--- src/verilog/sprite_params.svh ---
`ifndef SPRITE_PARAMS_SVH
`define SPRITE_PARAMS_SVH

// sprites kept per scanline.
`define SPR_SLOTS 10

// tiles are square, so this is also the 8x8 height.
`define SPR_WIDTH 8

// oam y of 16 puts the top row on line 0.
`define SPR_Y_OFS 16

// oam x of 8 puts the left column on pixel 0.
`define SPR_X_OFS 8

`endif

--- src/verilog/sprite_pkg.sv ---
`default_nettype none

`include "sprite_params.svh"

package sprite_pkg;

	localparam int SLOT_W = $clog2(`SPR_SLOTS);

	// attribute byte bits.
	localparam int ATTR_BG_PRI = 7;
	localparam int ATTR_Y_FLIP = 6;
	localparam int ATTR_X_FLIP = 5;
	localparam int ATTR_PAL = 4;

	typedef logic [SLOT_W-1:0] slot_num_t;

	typedef struct packed {
		logic [7:0] y;
		logic [7:0] x;
		logic [7:0] tile;
		logic [7:0] attr;
		logic [5:0] idx;     // oam entry number.
	} oam_entry_t;

	typedef struct packed {
		logic [7:0] x;
		logic [7:0] tile;
		logic [7:0] attr;
		logic [3:0] row;     // row within sprite, before flip.
		logic [5:0] idx;
	} spr_slot_t;

	typedef struct packed {
		spr_slot_t slot;
		slot_num_t num;
	} spr_match_t;

	typedef struct packed {
		logic [12:0] addr;   // tile data byte address.
		logic        x_flip;
		logic        palette;
		logic        behind_bg;
		logic [5:0]  idx;
		slot_num_t   num;
	} spr_fetch_t;

	typedef enum logic [1:0] {
		IDLE,
		ACTIVE,
		FULL
	} search_state_e;

endpackage

`default_nettype wire

--- src/verilog/oam_search.sv ---
`timescale 1ns/1ps
`default_nettype none

`include "sprite_params.svh"

module oam_search import sprite_pkg::*; (
	input  logic       clk,
	input  logic       rst_n,
	input  logic       line_start,
	input  logic [7:0] line,
	input  logic       tall,
	input  logic       oam_valid,
	input  oam_entry_t oam_entry,
	output logic       accept,
	output spr_slot_t  slot,
	output logic [3:0] count,
	output logic       tall_line
);

	search_state_e state;
	logic [7:0] line_q;
	logic [4:0] height;
	logic [8:0] dy;
	logic hit;

	assign height = tall_line ? 5'(2 * `SPR_WIDTH) : 5'(`SPR_WIDTH);

	// line + 16 - y, nine bits so a sprite below the line wraps high.
	assign dy = {1'b0, line_q} + 9'(`SPR_Y_OFS) - {1'b0, oam_entry.y};
	assign hit = dy < {4'b0000, height};

	always_ff @(posedge clk) begin
		if (!rst_n) begin
			state <= IDLE;
			count <= '0;
			accept <= 1'b0;
			tall_line <= 1'b0;
		end else begin
			accept <= 1'b0;
			if (line_start) begin
				state <= ACTIVE;
				count <= '0;
				tall_line <= tall;   // held for the whole line.
			end else begin
				case (state)
					ACTIVE: begin
						if (oam_valid && hit) begin
							accept <= 1'b1;
							count <= count + 4'd1;
							if (count == 4'(`SPR_SLOTS - 1))
								state <= FULL;   // tenth sprite taken.
						end
					end
					FULL: begin
						state <= FULL;   // rest of the oam is skipped.
					end
					default: begin
						state <= IDLE;
					end
				endcase
			end
		end
	end

	always_ff @(posedge clk) begin
		if (line_start)
			line_q <= line;
	end

	always_ff @(posedge clk) begin
		if (oam_valid) begin
			slot.x <= oam_entry.x;
			slot.tile <= oam_entry.tile;
			slot.attr <= oam_entry.attr;
			slot.row <= dy[3:0];   // only meaningful on a hit.
			slot.idx <= oam_entry.idx;
		end
	end

endmodule

`default_nettype wire

--- src/verilog/sprite_fetch_addr.sv ---
`timescale 1ns/1ps
`default_nettype none

`include "sprite_params.svh"

module sprite_fetch_addr import sprite_pkg::*; (
	input  logic       clk,
	input  logic       rst_n,
	input  logic       tall,
	input  logic       match_valid,
	input  spr_match_t match,
	output logic       fetch_valid,
	output spr_fetch_t fetch
);

	logic [3:0] row_last;
	logic [3:0] eff_row;
	logic [7:0] eff_tile;
	logic [2:0] tile_row;
	logic [12:0] addr;
	logic y_flip;

	assign y_flip = match.slot.attr[ATTR_Y_FLIP];
	assign row_last = tall ? 4'(2 * `SPR_WIDTH - 1) : 4'(`SPR_WIDTH - 1);
	assign eff_row = y_flip ? (row_last - match.slot.row) : match.slot.row;

	// tall sprites pick the upper or lower tile by row bit 3.
	assign eff_tile = tall ? {match.slot.tile[7:1], eff_row[3]} : match.slot.tile;
	assign tile_row = 3'(eff_row % `SPR_WIDTH);

	// 16 bytes per tile, two bytes per row.
	assign addr = {1'b0, eff_tile, 4'b0000} + 13'({tile_row, 1'b0});

	always_ff @(posedge clk) begin
		if (!rst_n)
			fetch_valid <= 1'b0;
		else
			fetch_valid <= match_valid;
	end

	always_ff @(posedge clk) begin
		if (match_valid) begin
			fetch.addr <= addr;
			fetch.x_flip <= match.slot.attr[ATTR_X_FLIP];
			fetch.palette <= match.slot.attr[ATTR_PAL];
			fetch.behind_bg <= match.slot.attr[ATTR_BG_PRI];
			fetch.idx <= match.slot.idx;
			fetch.num <= match.num;
		end
	end

endmodule

`default_nettype wire

--- src/verilog/sprite_store.sv ---
`timescale 1ns/1ps
`default_nettype none

`include "sprite_params.svh"

module sprite_store import sprite_pkg::*; (
	input  logic       clk,
	input  logic       rst_n,
	input  logic       line_start,
	input  logic       accept,
	input  spr_slot_t  slot,
	input  logic       pix_valid,
	input  logic [7:0] pix_x,
	output logic       match_valid,
	output spr_match_t match
);

	spr_slot_t slots [`SPR_SLOTS];
	logic [`SPR_SLOTS-1:0] filled;
	logic [`SPR_SLOTS-1:0] used;
	logic [`SPR_SLOTS-1:0] hit;
	slot_num_t wr_ptr;
	slot_num_t hit_num;
	logic hit_any;
	logic full;
	logic take;
	logic [8:0] want_x;

	assign full = (wr_ptr == slot_num_t'(`SPR_SLOTS));
	assign want_x = {1'b0, pix_x} + 9'(`SPR_X_OFS);   // no wrap past 255.
	assign take = pix_valid && hit_any;

	always_comb begin
		for (int i = 0; i < `SPR_SLOTS; i++)
			hit[i] = filled[i] && !used[i] && ({1'b0, slots[i].x} == want_x);
	end

	// lowest slot wins, so shared x comes out in slot order.
	always_comb begin
		hit_any = 1'b0;
		hit_num = '0;
		for (int i = `SPR_SLOTS - 1; i >= 0; i--) begin
			if (hit[i]) begin
				hit_any = 1'b1;
				hit_num = slot_num_t'(i);
			end
		end
	end

	always_ff @(posedge clk) begin
		if (!rst_n) begin
			match_valid <= 1'b0;
			filled <= '0;
			used <= '0;
			wr_ptr <= '0;
		end else begin
			match_valid <= take;   // in-flight pixels still resolve.
			if (line_start) begin
				filled <= '0;
				used <= '0;
				wr_ptr <= '0;
			end else begin
				if (accept && !full) begin
					filled[wr_ptr] <= 1'b1;
					wr_ptr <= wr_ptr + 1'b1;
				end
				if (take)
					used[hit_num] <= 1'b1;   // next strobe sees the next one.
			end
		end
	end

	always_ff @(posedge clk) begin
		if (accept && !full)
			slots[wr_ptr] <= slot;
	end

	always_ff @(posedge clk) begin
		if (take) begin
			match.slot <= slots[hit_num];
			match.num <= hit_num;
		end
	end

endmodule

`default_nettype wire

--- src/verilog/sprite_unit.sv ---
`timescale 1ns/1ps
`default_nettype none

module sprite_unit import sprite_pkg::*; (
	input  logic       clk,
	input  logic       rst_n,
	input  logic       line_start,
	input  logic [7:0] line,
	input  logic       tall,
	input  logic       oam_valid,
	input  oam_entry_t oam_entry,
	input  logic       pix_valid,
	input  logic [7:0] pix_x,
	output logic       fetch_valid,
	output spr_fetch_t fetch,
	output logic [3:0] spr_count
);

	logic accept;
	spr_slot_t acc_slot;
	logic tall_line;
	logic match_valid;
	spr_match_t match;

	oam_search u_search (
		.clk        (clk),
		.rst_n      (rst_n),
		.line_start (line_start),
		.line       (line),
		.tall       (tall),
		.oam_valid  (oam_valid),
		.oam_entry  (oam_entry),
		.accept     (accept),
		.slot       (acc_slot),
		.count      (spr_count),
		.tall_line  (tall_line)
	);

	sprite_store u_store (
		.clk         (clk),
		.rst_n       (rst_n),
		.line_start  (line_start),
		.accept      (accept),
		.slot        (acc_slot),
		.pix_valid   (pix_valid),
		.pix_x       (pix_x),
		.match_valid (match_valid),
		.match       (match)
	);

	sprite_fetch_addr u_fetch (
		.clk         (clk),
		.rst_n       (rst_n),
		.tall        (tall_line),   // latched per line.
		.match_valid (match_valid),
		.match       (match),
		.fetch_valid (fetch_valid),
		.fetch       (fetch)
	);

endmodule

`default_nettype wire
--- config.mk ---
export PLATFORM = sky130hd
export DESIGN_NAME = sprite_unit
export DESIGN_NICKNAME = d
export VERILOG_FILES = /design/src/verilog/sprite_pkg.sv /design/src/verilog/oam_search.sv /design/src/verilog/sprite_fetch_addr.sv /design/src/verilog/sprite_store.sv /design/src/verilog/sprite_unit.sv
export VERILOG_INCLUDE_DIRS = /design/src /design/src/verilog
export SDC_FILE = /design/constraint.sdc
export NUM_CORES = 1
export LEC_CHECK = 0
export BUFFER_PORTS_ARGS = -buffer_cell sky130_fd_sc_hd__clkbuf_2
export CAP_MARGIN = 20
export CORE_MARGIN = 10
export CORE_UTILIZATION = 40
export DETAILED_ROUTE_END_ITERATION = 16
export SLEW_MARGIN = 15
export SYNTH_ARGS = -nofsm -noshare
export SYNTH_HDL_FRONTEND = slang
export SYNTH_SLANG_ARGS = --single-unit
--- constraint.sdc ---
create_clock -name clk -period 4.3 [get_ports clk]
set_clock_uncertainty 0.05 [all_clocks]
set_input_delay 0.86 -clock clk [delete_from_list [all_inputs] [get_ports clk]]
set_output_delay 0.86 -clock clk [all_outputs]
set_load 0.03 [all_outputs]
== Word-level counts from Yosys, hierarchy flattened ==
Memories as Yosys holds them, arrays and structs flattened. A register that Yosys moved wholly into a read port is not among the register bits.
Cells that the tools add are included.
Storage, ports and cells
  bits in latches: 0
  flip-flop bits (word level): 106
  memories: 1
  ROM bits: 0
  memory bits (writable): 340
Operators by class
  reduce and logical (&&, ||, !) cells: 41
  equality and inequality tests: 18
  mux-type cells: 35
  $lt $le $gt $ge: 5
  $add $sub $neg: 7
  multiply operators: 0
  shift operators: 0
  divide/modulo/power cells: 0
  bitwise operators: 4
Memory list
  u_store.slots: depth 10, width 34, rd ports 11, clocked after memory_dff 1, write ports 1, RTL line sprite_store.sv:18  | spr_slot_t slots [`SPR_SLOTS];
Operators by type and width (count)
  $eq A8 B9 Y1: 10
  $mux W4: 12
  $logic_and A1 B1 Y1: 25
  $or A10 B10 Y10: 2
  $mux W1: 17
  $add A12 B4 Y13: 1
  $logic_not A1 Y1: 11
  $lt A4 B5 Y1 const B: 2
  $add A8 B4 Y9 const B: 1
  $add A8 B5 Y9 const B: 1
  $lt A9 B5 Y1: 1
  $sub A9 B8 Y9: 1
  $add A4 B1 Y4 const B: 2
  $demux W1 S4: 2
  $eq A4 B4 Y1 const B: 2
  $ge A4 B1 Y1 const B: 2
  $ne A3 B2 Y1 const B: 2
  $reduce_and A2 Y1: 3
  $mux W5: 1
  $mux W2: 2
  $ne A2 B1 Y1 const B: 2
  $pmux W2 S2: 1
  $sub A4 B4 Y4: 1
  $reduce_or A3 Y1: 1
  4 further kinds: 5

== Depth between registers and ports, before layout ==
Gate-level depths: netlist of the first run.
  depth in word-level cells: 18
  mapped depth: 15
  depth with buffers taken out: 14

== Hierarchy ==
From an unflattened synthesis of the first run, not the netlist that was laid out.
Unflattened totals
  cells, all modules: 1512
  area, all modules: 21421.8 um^2
By module, submodules not included
  sprite_store: instances 1, area each 18469.0 um^2, cells an instance 1333
  oam_search: instances 1, area each 2143.3 um^2, cells an instance 144
  sprite_fetch_addr: instances 1, area each 809.5 um^2, cells an instance 35

== Least setup slack after synthesis of the first run ==
Ideal clock, no wire load.
  kind: input-to-reg
  start: input port pix_x[3]
  end: register u_store.match[24] (netlist name)
  stages on the path: 13
  data arrival time: 3.868 ns
  path slack: 0.116 ns
  buffers on the path: 3
  required time: 3.985 ns
  library setup time: 0.265 ns
  cell sequence: ha_1 buf_4 xor2_1 or4b_1 or4_1 a311oi_1 o221ai_2 a21o_1 buf_6 buf_6 a32oi_1 o21ai_1 or3_1
Between the ends
  cells in the longest elaborated chain, start to end: 14
  elaborated cells on any way between the ends: 42
  those cells by class: add/sub (1); eq/ne (10); mux (20); reduce/logical (11)
RTL lines
  start: declaration: RTL line sprite_unit.sv:13  | input logic [7:0] pix_x,
  $add A8 B4 Y9 *: RTL line sprite_store.sv:30  | assign want_x = {1'b0, pix_x} + 9'(`SPR_X_OFS);
  $eq A8 B9 Y1: RTL line sprite_store.sv:35  | hit[i] = filled[i] && !used[i] && ({1'b0, slots[i].x} == want_x);
  $logic_and A1 B1 Y1: RTL line sprite_store.sv:35
  $mux W1 (10 in series): RTL line sprite_store.sv:43  | if (hit[i]) begin
  $logic_and A1 B1 Y1: RTL line sprite_store.sv:31  | assign take = pix_valid && hit_any;
Every way passes the cells marked *; elsewhere a longest branch is shown, timed or not.
A chain may end at the register's enable or synchronous reset.

== Worst setup path in the final report of the first run ==
  start: input port pix_x[3]
  end: register u_store.match[20] (netlist name)
Between the ends
  cells in the longest elaborated chain, start to end: 14
  elaborated cells on any way between the ends: 42
  those cells by class: add/sub (1); eq/ne (10); mux (20); reduce/logical (11)
RTL lines (RTL line)
  $add A8 B4 Y9 *: sprite_store.sv:30
  $eq A8 B9 Y1: sprite_store.sv:35
  $logic_and A1 B1 Y1: sprite_store.sv:35
  $mux W1 (10 in series): sprite_store.sv:43
  $logic_and A1 B1 Y1: sprite_store.sv:31
Marked as above.

==> summary.md, run 1 <==
| Metric | Value |
|---|---|
| Post-route insts no fill | 2002 |
| Commonest cells after routing, fill and taps aside | 388 x edfxtp_1, 122 x buf_4, 84 x clkbuf_2 |
| Tmin final | 4.07 ns |
| Total track usage | 15.8% |
| Element type at the critical path end | register |
| Most common cell after layout, fill and taps aside | edfxtp_1 |
| Worst slew margin | 27.5% |
| Post-synthesis register bit count | 422 |
| Setup CP Type | input port to register |
| Syn. warnings | 0 |
| Post-CTS Hold Buffers | 0 |
| Area share of the largest cell type after synthesis | 66.5% |
| Unique masters post-synth | 81 |
| Worst path required time | 4.56 ns |
| Sequential share of the synthesized area | 70.4% |
| Initial Utilization | 40.6% |
| CP max-delay cell | or4_1 |
| Drt first-iter violations | 873 |
| Post-synth top area cell | edfxtp_1 |
| Clock Latency Late Sink | 0.58 ns |
| Longest Clk Path Bufs | 3 |
| Routed WL per cell | 20.9 um |
| F_max | 246 MHz |
| Arrival time at the worst endpoint | 4.33 ns |
| GP Congestion | 0.879 |
| Post-CTS setup buffers | 0 |
| Global route overflow | 0 |
| Nets@finish | 1466 |
| Worst setup margin | 0.228 ns |
| Crit-path max FO | 14 |
| Cell Pwr Density | 413 nW/um^2 |
| CP max stage delay | 0.51 ns |
| DP HPWL | 27300 um |
| Die Span X | 229 um |
| 1st-pass router iterations | 5 |
| Post-Syn Area | 17500 um^2 |
| Setup violations, final | 0 |
| Status | finished, final reports clean |
| First-pass GRT wire length | 63500 um |
| Synth-to-Final Area Change | 20.6% |
| Crit-path cells | clkbuf_2 -> ha_1 -> xor2_1 -> or4b_1 -> or4_1 -> a311oi_1 -> o311a_1 -> o21bai_4 -> buf_4 -> and2_1 -> buf_4 -> a221oi_1 -> nand3_1 |
| Fin. Hold Viols | 0 |
| Top FF cell, synth | edfxtp_1 |
| Worst slew pin tran | 1.09 ns |
| Initial antenna violation count | 1 |
| Worst hold path type | register to register |
| Vias/cell | 5.15 |
| Post-Place Cells | 1920 |
| Clk slew on worst S/H paths | 0.06 ns |
| Post-cts resize count | 0 |
| # port buffers | 84 |
| Static leakage | 7.51 nW |
| Core Area | 43200 um^2 |
| Multi-input logic area | 4890 um^2 |
| IO Pins | 91 |
| Top post-synthesis cells by area | edfxtp_1 67%, dfxtp_1 3.9%, xnor2_1 2.8%, mux2_2 2.2%, xor2_1 1.9% |
| Final period util | 94.7% |
| Register area | 12300 um^2 |
| Total Routed Length | 41800 um |
| Synth Instances | 1164 |
| Asr flop ratio synth | 0% |
| CTS Buf Count | 44 |
| Startpoint types | input port |
| Vias in the first global route | 10500 |
| CTS tree | done |
| Layout cells sized above 1 | 24.5% |
| Post-synth EDFFs | 388 |
| Die area | 52600 um^2 |
| H-tree Lvls | 2 |
| Post-route ant nets | 0 |
| RSZ-0062 raised after global routing | no |
| Largest net degree at the start of global routing | 32 |
| CTS Root Cell | clkbuf_16 |
| Cell repeated most along the worst path | buf_4 |
| Fillers | 3709 |
| Die outline height | 229 um |
| Post-Synthesis Mean Instance Area | 15.0 um^2 |
| Detailed-route via count | 10300 |
| Max Cap Violations | 0 |
| CTS sink count | 422 |
| IR drop worst, VDD | 0.318 mV |
| Final Max Slew Viols | 0 |
| Dpl ws | -0.350 ns |
| Standard-cell rows | 76 |
| Drc violations | 0 |
## cell families (layout without fill, tap and decap cells)
logic type                 count (synthesis)  in the layout  synth area share (%)
xor gates and xnor gates                  96             96                  5.04
buffers and inverters                     88            339                  2.30
AOI/OAI and AO/OA                        183            183                  7.56
DFF                                      422            422                  70.4
and+or+nand+nor                          277            277                  8.41
other                                      1              3                0.0214
adders and majority gates                 26             26                  1.89
muxes                                     71             71                  4.37
## power breakdown
group / internal (mW) / switching, mW / total [mW]
clock: 2.20 / 1.58 / 3.78
sequential: 4.54 / 0.0719 / 4.62
combinational: 0.148 / 0.176 / 0.325
total: 6.90 / 1.82 / 8.72
## final timing paths
kind / from / endpoint / slack [ns] / cells past startpoint
hold / removal: u_store.match[28]$_DFFE_PP_ / u_fetch.fetch[23]$_DFFE_PP_ / 0.37 / 0
setup / recovery: pix_x[3] / u_store.match[20]$_DFFE_PP_ / 0.23 / 13
setup reg to reg: u_store.slots[9][29]$_DFFE_PP_ / u_store.match[20]$_DFFE_PP_ / 0.55 / 11
hold reg to reg: u_store.match[28]$_DFFE_PP_ / u_fetch.fetch[23]$_DFFE_PP_ / 0.37 / 0
## synth_stat cells (12+ instances only)
cell type	count
a21oi_1	27
and3_1	12
buf_2	19
clkbuf_1	17
dfxtp_1	34
edfxtp_1	388
ha_1	24
inv_1	39
mux2_2	34
mux2i_1	27
nand2_1	70
nand2b_1	19
nand3_1	29
nand4_1	13
nor2_1	41
nor2b_1	13
nor3_1	16
o21a_1	14
o21ai_0	21
xnor2_1	55
xor2_1	38
## area by class of cell
type	count	area share (%)
antenna	1	0.0118
inverter	40	0.711
multi-input combinational	655	23.1
tap	585	3.47
clock inverter	25	1.01
clock buffer	56	5.82
timing repair buffer	218	7.46
sequential	422	58.4
## per-stage QoR
step           util (%)  total power [mW]  instance area (um^2)  TNS, ns  hold WS [ns]
5_1_grt            48.9              9.02                 21100        0         0.376
3_5_place_dp       45.6              5.03                 19700    -7.57         0.355
6_report           48.9              8.72                 21100        0         0.368
3_3_place_gp       45.6              5.02                 19700    -6.81         0.354
4_1_cts            48.9              8.82                 21100        0         0.369
2_1_floorplan         -              4.86                 17500        0         0.350
## state kept, by name, summed over array words and instances (netlist names), 2 cells and up
| name | flops |
|---|---|
| u_store.used | 10 |
| u_search.slot | 30 |
| u_store.match | 26 |
| u_search.count | 4 |
| u_store.wr_ptr | 4 |
| u_store.slots | 300 |
| u_fetch.fetch | 24 |
| u_store.filled | 10 |
| u_search.state | 2 |
| u_search.line_q | 8 |
## worst max-delay path: cells and delay by family
kind            cells  cell delay, ns
fa+ha+maj           1            0.32
buf+inv             3            0.50
compound gates      4            1.10
simple gates        4            1.33
xor+xnor            1            0.18
## layer usage
| layer | up-vias | GRT usage (%) | share of wire, % |
|---|---|---|---|
| li1 | 4894 | - | - |
| met1 | 5095 | 21.1 | 45 |
| met2 | 267 | 25.3 | 46 |
| met3 | 57 | 2.87 | 5.9 |
| met4 | 0 | 5.77 | 2.6 |
| met5 | - | 0 | 0 |
Power figures use the tool's default switching activity.
==> inputs of run 2 (changes only) <==
Settings changed: PLACE_DENSITY set to 0.59.
==> run 2 against run 1 <==
  * Sequential cell count is the same
  * Highest routed layer unchanged
  * Count of clock-buffer cells in the layout down 1
  * Via count grew 0.63%
  * Global-route usage about the same
  * First-iteration DRC count down 15%
  * Final cell count up 0.20%
  * Clock power is 3% lower
  * Register-to-register slack lost 0.04 ns
  * Fmax is 0.76% lower
  * Total power fell by 1.4%
  * Critical path depth is the same
  * Sequential power hardly changed
==> summary.md, run 2 (synthesis gave the netlist of run 1 again) <==
| Metric | Value |
|---|---|
| Cell area after layout | 21100 um^2 (about the same) |
| CP max stage delay | 0.51 ns (about the same) |
| Max Cap Violations | 0 (unchanged) |
| Most flops, register | u_store.slots |
| Total Routed Length | 41900 um (+0.21%) |
| Post-CTS Hold Buffers | 0 (unchanged) |
| Routed WL per cell | 20.9 um (about the same) |
| Global route overflow | 0 (unchanged) |
| CP bufs+invs | 3 (unchanged) |
| Static leakage | 7.51 nW (about the same) |
| Worst hold path type | register to register |
| Post-route insts no fill | 2006 (+0.20%) |
| Nets@finish | 1471 (+0.34%) |
| Hold path startpoint | u_store.match[0]$_DFFE_PP_ |
| Drt first-iter violations | 739 (-15%) |
| Reg2Reg Setup Slack | 0.51 ns (-0.04 ns) |
| Status | finished, final reports clean |
| Post-route ant nets | 0 (unchanged) |
| Hold EP | u_fetch.fetch[0]$_DFFE_PP_ |
| Element type at the critical path end | register |
| Setup CP Type | input port to register |
| Final period util | 95.4% (+0.73 points) |
| Drc violations | 0 (unchanged) |
| RSZ-0062 raised after global routing | no |
| CTS sink count | 422 (unchanged) |
| Largest net degree at the start of global routing | 32 (unchanged) |
| Arrival time at the worst endpoint | 4.36 ns (+0.03 ns) |
| CTS tree | done |
| DP HPWL | 27100 um (-0.99%) |
| F_max | 244 MHz (-0.76%) |
| Multi-input logic area | 4880 um^2 (-0.26%) |
| Hold Slack | 0.367 ns (-0.00104 ns) |
| CTS Root Cell | clkbuf_16 |
| Inserted Diodes | 0 (-1) |
| Fin. Hold Viols | 0 (unchanged) |
| Worst slew pin tran | 1.09 ns (+0.00263 ns) |
| CP top delay family | simple AND/OR/NAND/NOR gates |
| Reg2reg end | u_store.match[23]$_DFFE_PP_ |
| Setup violations, final | 0 (unchanged) |
| Register area | 12300 um^2 (unchanged) |
| Crit-path cells | clkbuf_2 -> ha_1 -> xor2_1 -> or4b_1 -> or4_1 -> a311oi_1 -> o311a_1 -> o21bai_4 -> buf_12 -> and2_1 -> buf_4 -> a221oi_1 -> nand3_1 |
| First-pass GRT wire length | 63600 um (+0.16%) |
| Clk slew on worst S/H paths | 0.06 ns (about the same) |
| Post-cts resize count | 0 (unchanged) |
| Die outline height | 229 um (unchanged) |
| Post-Place Cells | 1924 (+0.21%) |
| Crit-path max FO | 22 (+8) |
| IR drop worst, VDD | 0.299 mV (-6.0%) |
| Clock Latency Late Sink | 0.58 ns (about the same) |
| Vias in the first global route | 10600 (+0.91%) |
| # port buffers | 84 (unchanged) |
| Worst slew margin | 27.5% (about the same) |
| Vias/cell | 5.17 (+0.43%) |
| Synth-to-Final Area Change | 20.6% (about the same) |
| 1st-pass router iterations | 5 (unchanged) |
| Final Util | 48.9% (about the same) |
| Core Area | 43200 um^2 (unchanged) |
| Final Max Slew Viols | 0 (unchanged) |
| Die area | 52600 um^2 (unchanged) |
| H-tree Lvls | 2 (unchanged) |
| Hold Crit Depth | 0 (unchanged) |
| Post-DP Area | 19700 um^2 (+0.12%) |
| CTS Buf Count | 44 (unchanged) |
| Detailed-route via count | 10400 (+0.63%) |
| Startpoint types | input port |
| GP Congestion | 0.911 (+3.6%) |
| Tmin final | 4.10 ns (+0.0313 ns) |
| Initial antenna violation count | 0 (-1) |
| Fillers | 3746 (+1.0%) |
| Reg2reg start | u_store.slots[9][26]$_DFFE_PP_ |
| Post-CTS setup buffers | 0 (unchanged) |
| Total track usage | 15.8% (about the same) |
| Biggest regs | u_store.slots: 300 flops, u_search.slot: 30 flops, u_store.match: 26 flops |
| Most common cell after layout, fill and taps aside | edfxtp_1 |
| CP max-delay cell | or4_1 |
| Reg2Reg Depth | 10 (-1) |
| Longest Clk Path Bufs | 3 (unchanged) |
| Standard-cell rows | 76 (unchanged) |
| Dpl ws | -0.361 ns (-0.0115 ns) |
| Worst path required time | 4.55 ns (about the same) |
| Worst setup margin | 0.197 ns (-0.0313 ns) |
| Initial Utilization | 40.6% (unchanged) |
| Layout cells sized above 1 | 24.6% (+0.12 points) |
| Max reg flops | 300 (unchanged) |
| IO Pins | 91 (unchanged) |
| Die Span X | 229 um (unchanged) |
| Commonest cells after routing, fill and taps aside | 388 x edfxtp_1, 126 x buf_4, 84 x clkbuf_2 |
| Cell Pwr Density | 407 nW/um^2 (-1.4%) |
[run 2: cell types whose count changed in the layout (fill, tap and decap cells not counted), sizes merged]
cell / delta
clkinvlp: +2
clkbuf: -1
bufinv: -1
buf: +5
diode: -1
[run 2: cell type report]
cell class | instances | area share [%]
sequential | 422 | 58.4
clock buffer | 55 | 5.60
multi-input combinational | 655 | 23.1
clock inverter | 26 | 1.03
inverter | 40 | 0.711
tap | 585 | 3.47
timing repair buffer | 223 | 7.70
[run 2: power breakdown]
group	switching (mW)	internal (mW)
logic	0.175	0.146
registers	0.0715	4.54
clock network	1.58	2.09
[run 2: worst register-to-register path, delay by kind of cell (launching register included)]
family | cells | cell delay [ns]
AO/OA/AOI/OAI | 5 | 1.33
XOR/XNOR | 1 | 0.25
buffers and inverters | 1 | 0.25
flip-flops | 1 | 0.37
AND/OR/NAND/NOR | 3 | 1.29
[run 2: stage by stage]
step                TNS, ns  total power, mW
global placement      -5.38             5.02
detailed placement    -6.37             5.03
global route              0             8.89
CTS                       0             8.68
floorplan                 0             4.86
finish                    0             8.60
[run 2: worst max path at each step]
stage / slack [ns] / cells after the start / to / from
after floorplan: 0.12 / 13 / u_store.match[24]$_DFFE_PP_ / pix_x[3]
after global placement: -0.29 / 13 / u_store.match[21]$_DFFE_PP_ / pix_x[3]
after detailed placement: -0.36 / 13 / u_store.match[11]$_DFFE_PP_ / pix_x[3]
after CTS: 0.24 / 13 / u_store.match[11]$_DFFE_PP_ / pix_x[3]
after global routing: 0.09 / 13 / u_store.match[25]$_DFFE_PP_ / pix_x[3]
final: 0.20 / 13 / u_store.match[25]$_DFFE_PP_ / pix_x[3]
[run 2: metal layers]
metal / GRT usage [%] / wire length [um] / vias to the layer above
li1: - / - / 4901
met1: 21.5 / 19000 / 5140
met2: 25.3 / 19600 / 282
met3: 2.90 / 2540 / 55
met4: 4.57 / 788 / 0
met5: 0 / 0 / -
==> inputs of run 3 (changes only) <==
Settings changed: ABC_AREA set to 1, CTS_BUF_LIST set to sky130_fd_sc_hd__clkbuf_8.
==> run 3 against run 2 <==
  * Final cell count is 33% higher
  * Design area is 8.8% higher
  * Critical path type unchanged
  * Non-clock buffer count is 91 lower
  * Register-to-register slack better by 0.71 ns
  * Global-route usage is 0.53 points higher
  * Die area is 12% higher
==> summary.md, run 3 <==
| Metric | Value |
|---|---|
| Arrival time at the worst endpoint | 3.96 ns (-0.40 ns) |
| Most flops, register | u_store.slots |
| Clock Latency Late Sink | 0.66 ns (+0.08 ns) |
| Post-synthesis adder-cell area fraction | 1.61% (-0.27 points) |
| Post-CTS Hold Buffers | 0 (unchanged) |
| Design Power | 9.18 mW (+6.7%) |
| # port buffers | 84 (unchanged) |
| Total Routed Length | 48100 um (+15%) |
| Die area | 59000 um^2 (+12%) |
| Worst hold path type | input port to register |
| Tmin final | 3.51 ns (-0.591 ns) |
| Standard-cell rows | 81 (+6.6%) |
| H-tree Lvls | 3 (+1) |
| Reg2reg end | u_store.match[20]$_DFFE_PP_ |
| Worst setup margin | 0.788 ns (+0.591 ns) |
| Worst path required time | 4.75 ns (+0.20 ns) |
| Startpoint types | input port |
| IR drop worst, VDD | 0.198 mV (-34%) |
| Unique masters post-synth | 43 (-47%) |
| Max reg flops | 344 (+15%) |
| Static leakage | 9.24 nW (+23%) |
| Area share of the largest cell type after synthesis | 65.3% (-1.2 points) |
| Post-CTS setup buffers | 0 (unchanged) |
| CTS tree | done |
| Most common cell after layout, fill and taps aside | edfxtp_1 |
| Final Util | 46.8% (-2.1 points) |
| Dpl ws | 0.237 ns (+0.598 ns) |
| Final Max Slew Viols | 0 (unchanged) |
| Fin. Hold Viols | 0 (unchanged) |
| CTS Root Cell | clkbuf_8 |
| Most frequent cell after synthesis | edfxtp_1 |
| Biggest regs | u_store.slots: 344 flops, u_search.slot: 30 flops, u_store.match: 26 flops |
| Worst slew margin | 39.5% (+12 points) |
| Reg2reg start | u_store.filled[9]$_SDFFE_PP0P_ |
| Largest family of logic cells by synthesized area | simple AND/OR/NAND/NOR gates |
| Setup CP Type | input port to register |
| Crit-path max FO | 40 (+82%) |
| Combinational fraction of design power | 2.7% (-1.0 points) |
| Reg2Reg Depth | 24 (+14) |
| GP Congestion | 0.826 (-9.3%) |
| RSZ-0062 raised after global routing | no |
| Max Cap Violations | 0 (unchanged) |
| Clock network power share | 41.4% (-1.2 points) |
| Final period util | 81.7% (-14 points) |
| Reg2Reg Setup Slack | 1.22 ns (+0.71 ns) |
| Switching Share | 22.4% (+1.2 points) |
| Synth Instances | 1775 (+52%) |
| Clk slew on worst S/H paths | 0.06 ns (about the same) |
| Internal | 7.12 mW (+5.1%) |
| Global route overflow | 0 (unchanged) |
| Vias/cell | 4.94 (-4.4%) |
| First-pass GRT wire length | 75100 um (+18%) |
| Routed WL per cell | 18.0 um (-14%) |
| Top FF cell, synth | edfxtp_1 |
| Post-Syn Area | 19900 um^2 (+13%) |
| Status | finished, final reports clean |
| Post-Synth Simple-Gate Area | 19.7% (+11 points) |
| Drt first-iter violations | 918 (+24%) |
| Worst slew pin tran | 0.906 ns (-0.182 ns) |
| DP HPWL | 28800 um (+6.4%) |
| TNS Setup | 0 ns (unchanged) |
| Fillers | 4419 (+18%) |
| Synth-to-Final Area Change | 15.6% |
| Element type at the critical path end | register |
| Flop pwr share | 55.9% (+2.2 points) |
| Post-synth EDFFs | 432 (+11%) |
| Hold Crit Depth | 1 (+1) |
| Cell Pwr Density | 400 nW/um^2 (-1.9%) |
| Drc violations | 0 (unchanged) |
| Asr flop ratio synth | 0% (unchanged) |
| Die outline height | 243 um (+5.9%) |
| Vias in the first global route | 13200 (+25%) |
| Post-Synthesis Mean Instance Area | 11.2 um^2 (-26%) |
| Synth Area in Compound Gates | 1.66% (-5.9 points) |
| Cell area after layout | 23000 um^2 (+8.8%) |
| Switching pwr | 2.06 mW (+13%) |
| Post-synth top area cell | edfxtp_1 |
| Post-synthesis register bit count | 466 (+10%) |
| Die Span X | 243 um (+5.9%) |
| Post-cts resize count | 0 (unchanged) |
| Worst setup path endpoint | u_store.match[5]$_DFFE_PP_ |
| Initial antenna violation count | 2 (+2) |
| Syn. warnings | 0 (unchanged) |
| Worst Setup SP | pix_x[3] |
| Nets@finish | 2026 (+38%) |
| Post-route ant nets | 0 (unchanged) |
| Top post-synthesis cells by area | edfxtp_1 65%, nand2_1 5.8%, nor2_1 4.5%, inv_1 4.5%, nand3_1 3.9% |
| Core Area | 49100 um^2 (+14%) |
| Commonest cells after routing, fill and taps aside | 432 x edfxtp_1, 306 x nand2_1, 266 x inv_1 |
| Post-Place Cells | 2519 (+31%) |
| Sequential share of the synthesized area | 68.7% (-1.7 points) |
| CTS Buf Count | 81 (+84%) |
| Longest Clk Path Bufs | 3 (unchanged) |
| Post-DP Area | 21400 um^2 (+8.5%) |
| F_max | 285 MHz (+17%) |
| Initial Utilization | 40.5% (-0.063 points) |
| Setup violations, final | 0 (unchanged) |
| Post-route insts no fill | 2673 (+33%) |
| 1st-pass router iterations | 6 (+1) |
| Post-synthesis mux area share | 0% (-4.4 points) |
| Hold Slack | 0.314 ns (-0.0529 ns) |
| IO Pins | 91 (unchanged) |
| Largest net degree at the start of global routing | 53 (+66%) |
| Total track usage | 16.3% (+0.53 points) |
| Layout cells sized above 1 | 13.6% (-11 points) |
| CTS sink count | 466 (+10%) |
| Detailed-route via count | 13200 (+27%) |
| Synth Area in XOR/XNOR | 1.67% (-3.4 points) |
| Most frequent cells after synthesis | 432 x edfxtp_1, 306 x nand2_1, 239 x nor2_1 |
run 3: cell count changes in the layout (fill, tap and decap cells not counted), sizes merged, moves of 27 or more:
cell    change
nor2      +198
buf        -91
nand3     +127
edfxtp     +44
inv       +234
mux2       -44
xnor2      -40
clkbuf     +32
nand4     +113
mux2i      -27
nand2     +245
run 3: cell type report:
class	count	area, um^2	share of cell area [%]
Sequential cell	466	13700	59.4
Antenna cell	1	2.50	0.0109
Clock buffer	87	1200	5.21
Clock inverter	63	325	1.42
Tap cell	664	831	3.62
Multi-Input combinational cell	1015	5110	22.3
Inverter	245	920	4.00
Timing Repair Buffer	132	928	4.04
run 3: routing by layer:
| layer | share of wire, % | track usage (%) | up-vias |
|---|---|---|---|
| met5 | 0 | 0 | - |
| met4 | 2.6 | 6.73 | 0 |
| met3 | 6.6 | 3.55 | 97 |
| met2 | 46 | 26.1 | 424 |
| met1 | 44 | 21.2 | 6324 |
| li1 | - | - | 6372 |
run 3: power by group through the flow:
stage / Sequential (mW) / Clock, mW / Combinational [mW]
after floorplan: 5.18 / 0 / 0.165
after global placement: 5.22 / 0 / 0.237
after detailed placement: 5.23 / 0 / 0.244
after CTS: 5.13 / 3.91 / 0.246
after global routing: 5.14 / 4.13 / 0.280
final: 5.13 / 3.80 / 0.244
run 3: cells by family (layout without fill, tap and decap cells):
logic type,count (synthesis),count (layout)
and+or+nand+nor,871,871
DFF,466,466
buffers and inverters,317,527
AOI/OAI and AO/OA,57,57
xor gates and xnor gates,38,38
adders and majority gates,25,25
other,1,25
run 3: worst min path at each step:
| stage | start | end |
|---|---|---|
| floorplan | u_store.match[0]$_DFFE_PP_ | u_fetch.fetch[0]$_DFFE_PP_ |
| global placement | u_store.match[26]$_DFFE_PP_ | u_fetch.fetch[21]$_DFFE_PP_ |
| detailed placement | u_store.match[24]$_DFFE_PP_ | u_fetch.fetch[19]$_DFFE_PP_ |
| CTS | oam_entry[14] | u_search.slot[18]$_DFFE_PP_ |
| global route | oam_entry[14] | u_search.slot[18]$_DFFE_PP_ |
| finish | oam_entry[14] | u_search.slot[18]$_DFFE_PP_ |
run 3: critical path, cell delays in order:
cell and delay, ns:
clkbuf_2 0.12, ha_1 0.35, buf_4 0.21, xor2_1 0.17, a211oi_1 0.18, nand4_1 0.10
nor2_1 0.31, nand3_1 0.24, nand2_1 0.19, inv_2 0.08, a21oi_4 0.14, buf_4 0.45
nand4_1 0.19, nand4_1 0.15, nand2_1 0.05, nand3_1 0.14
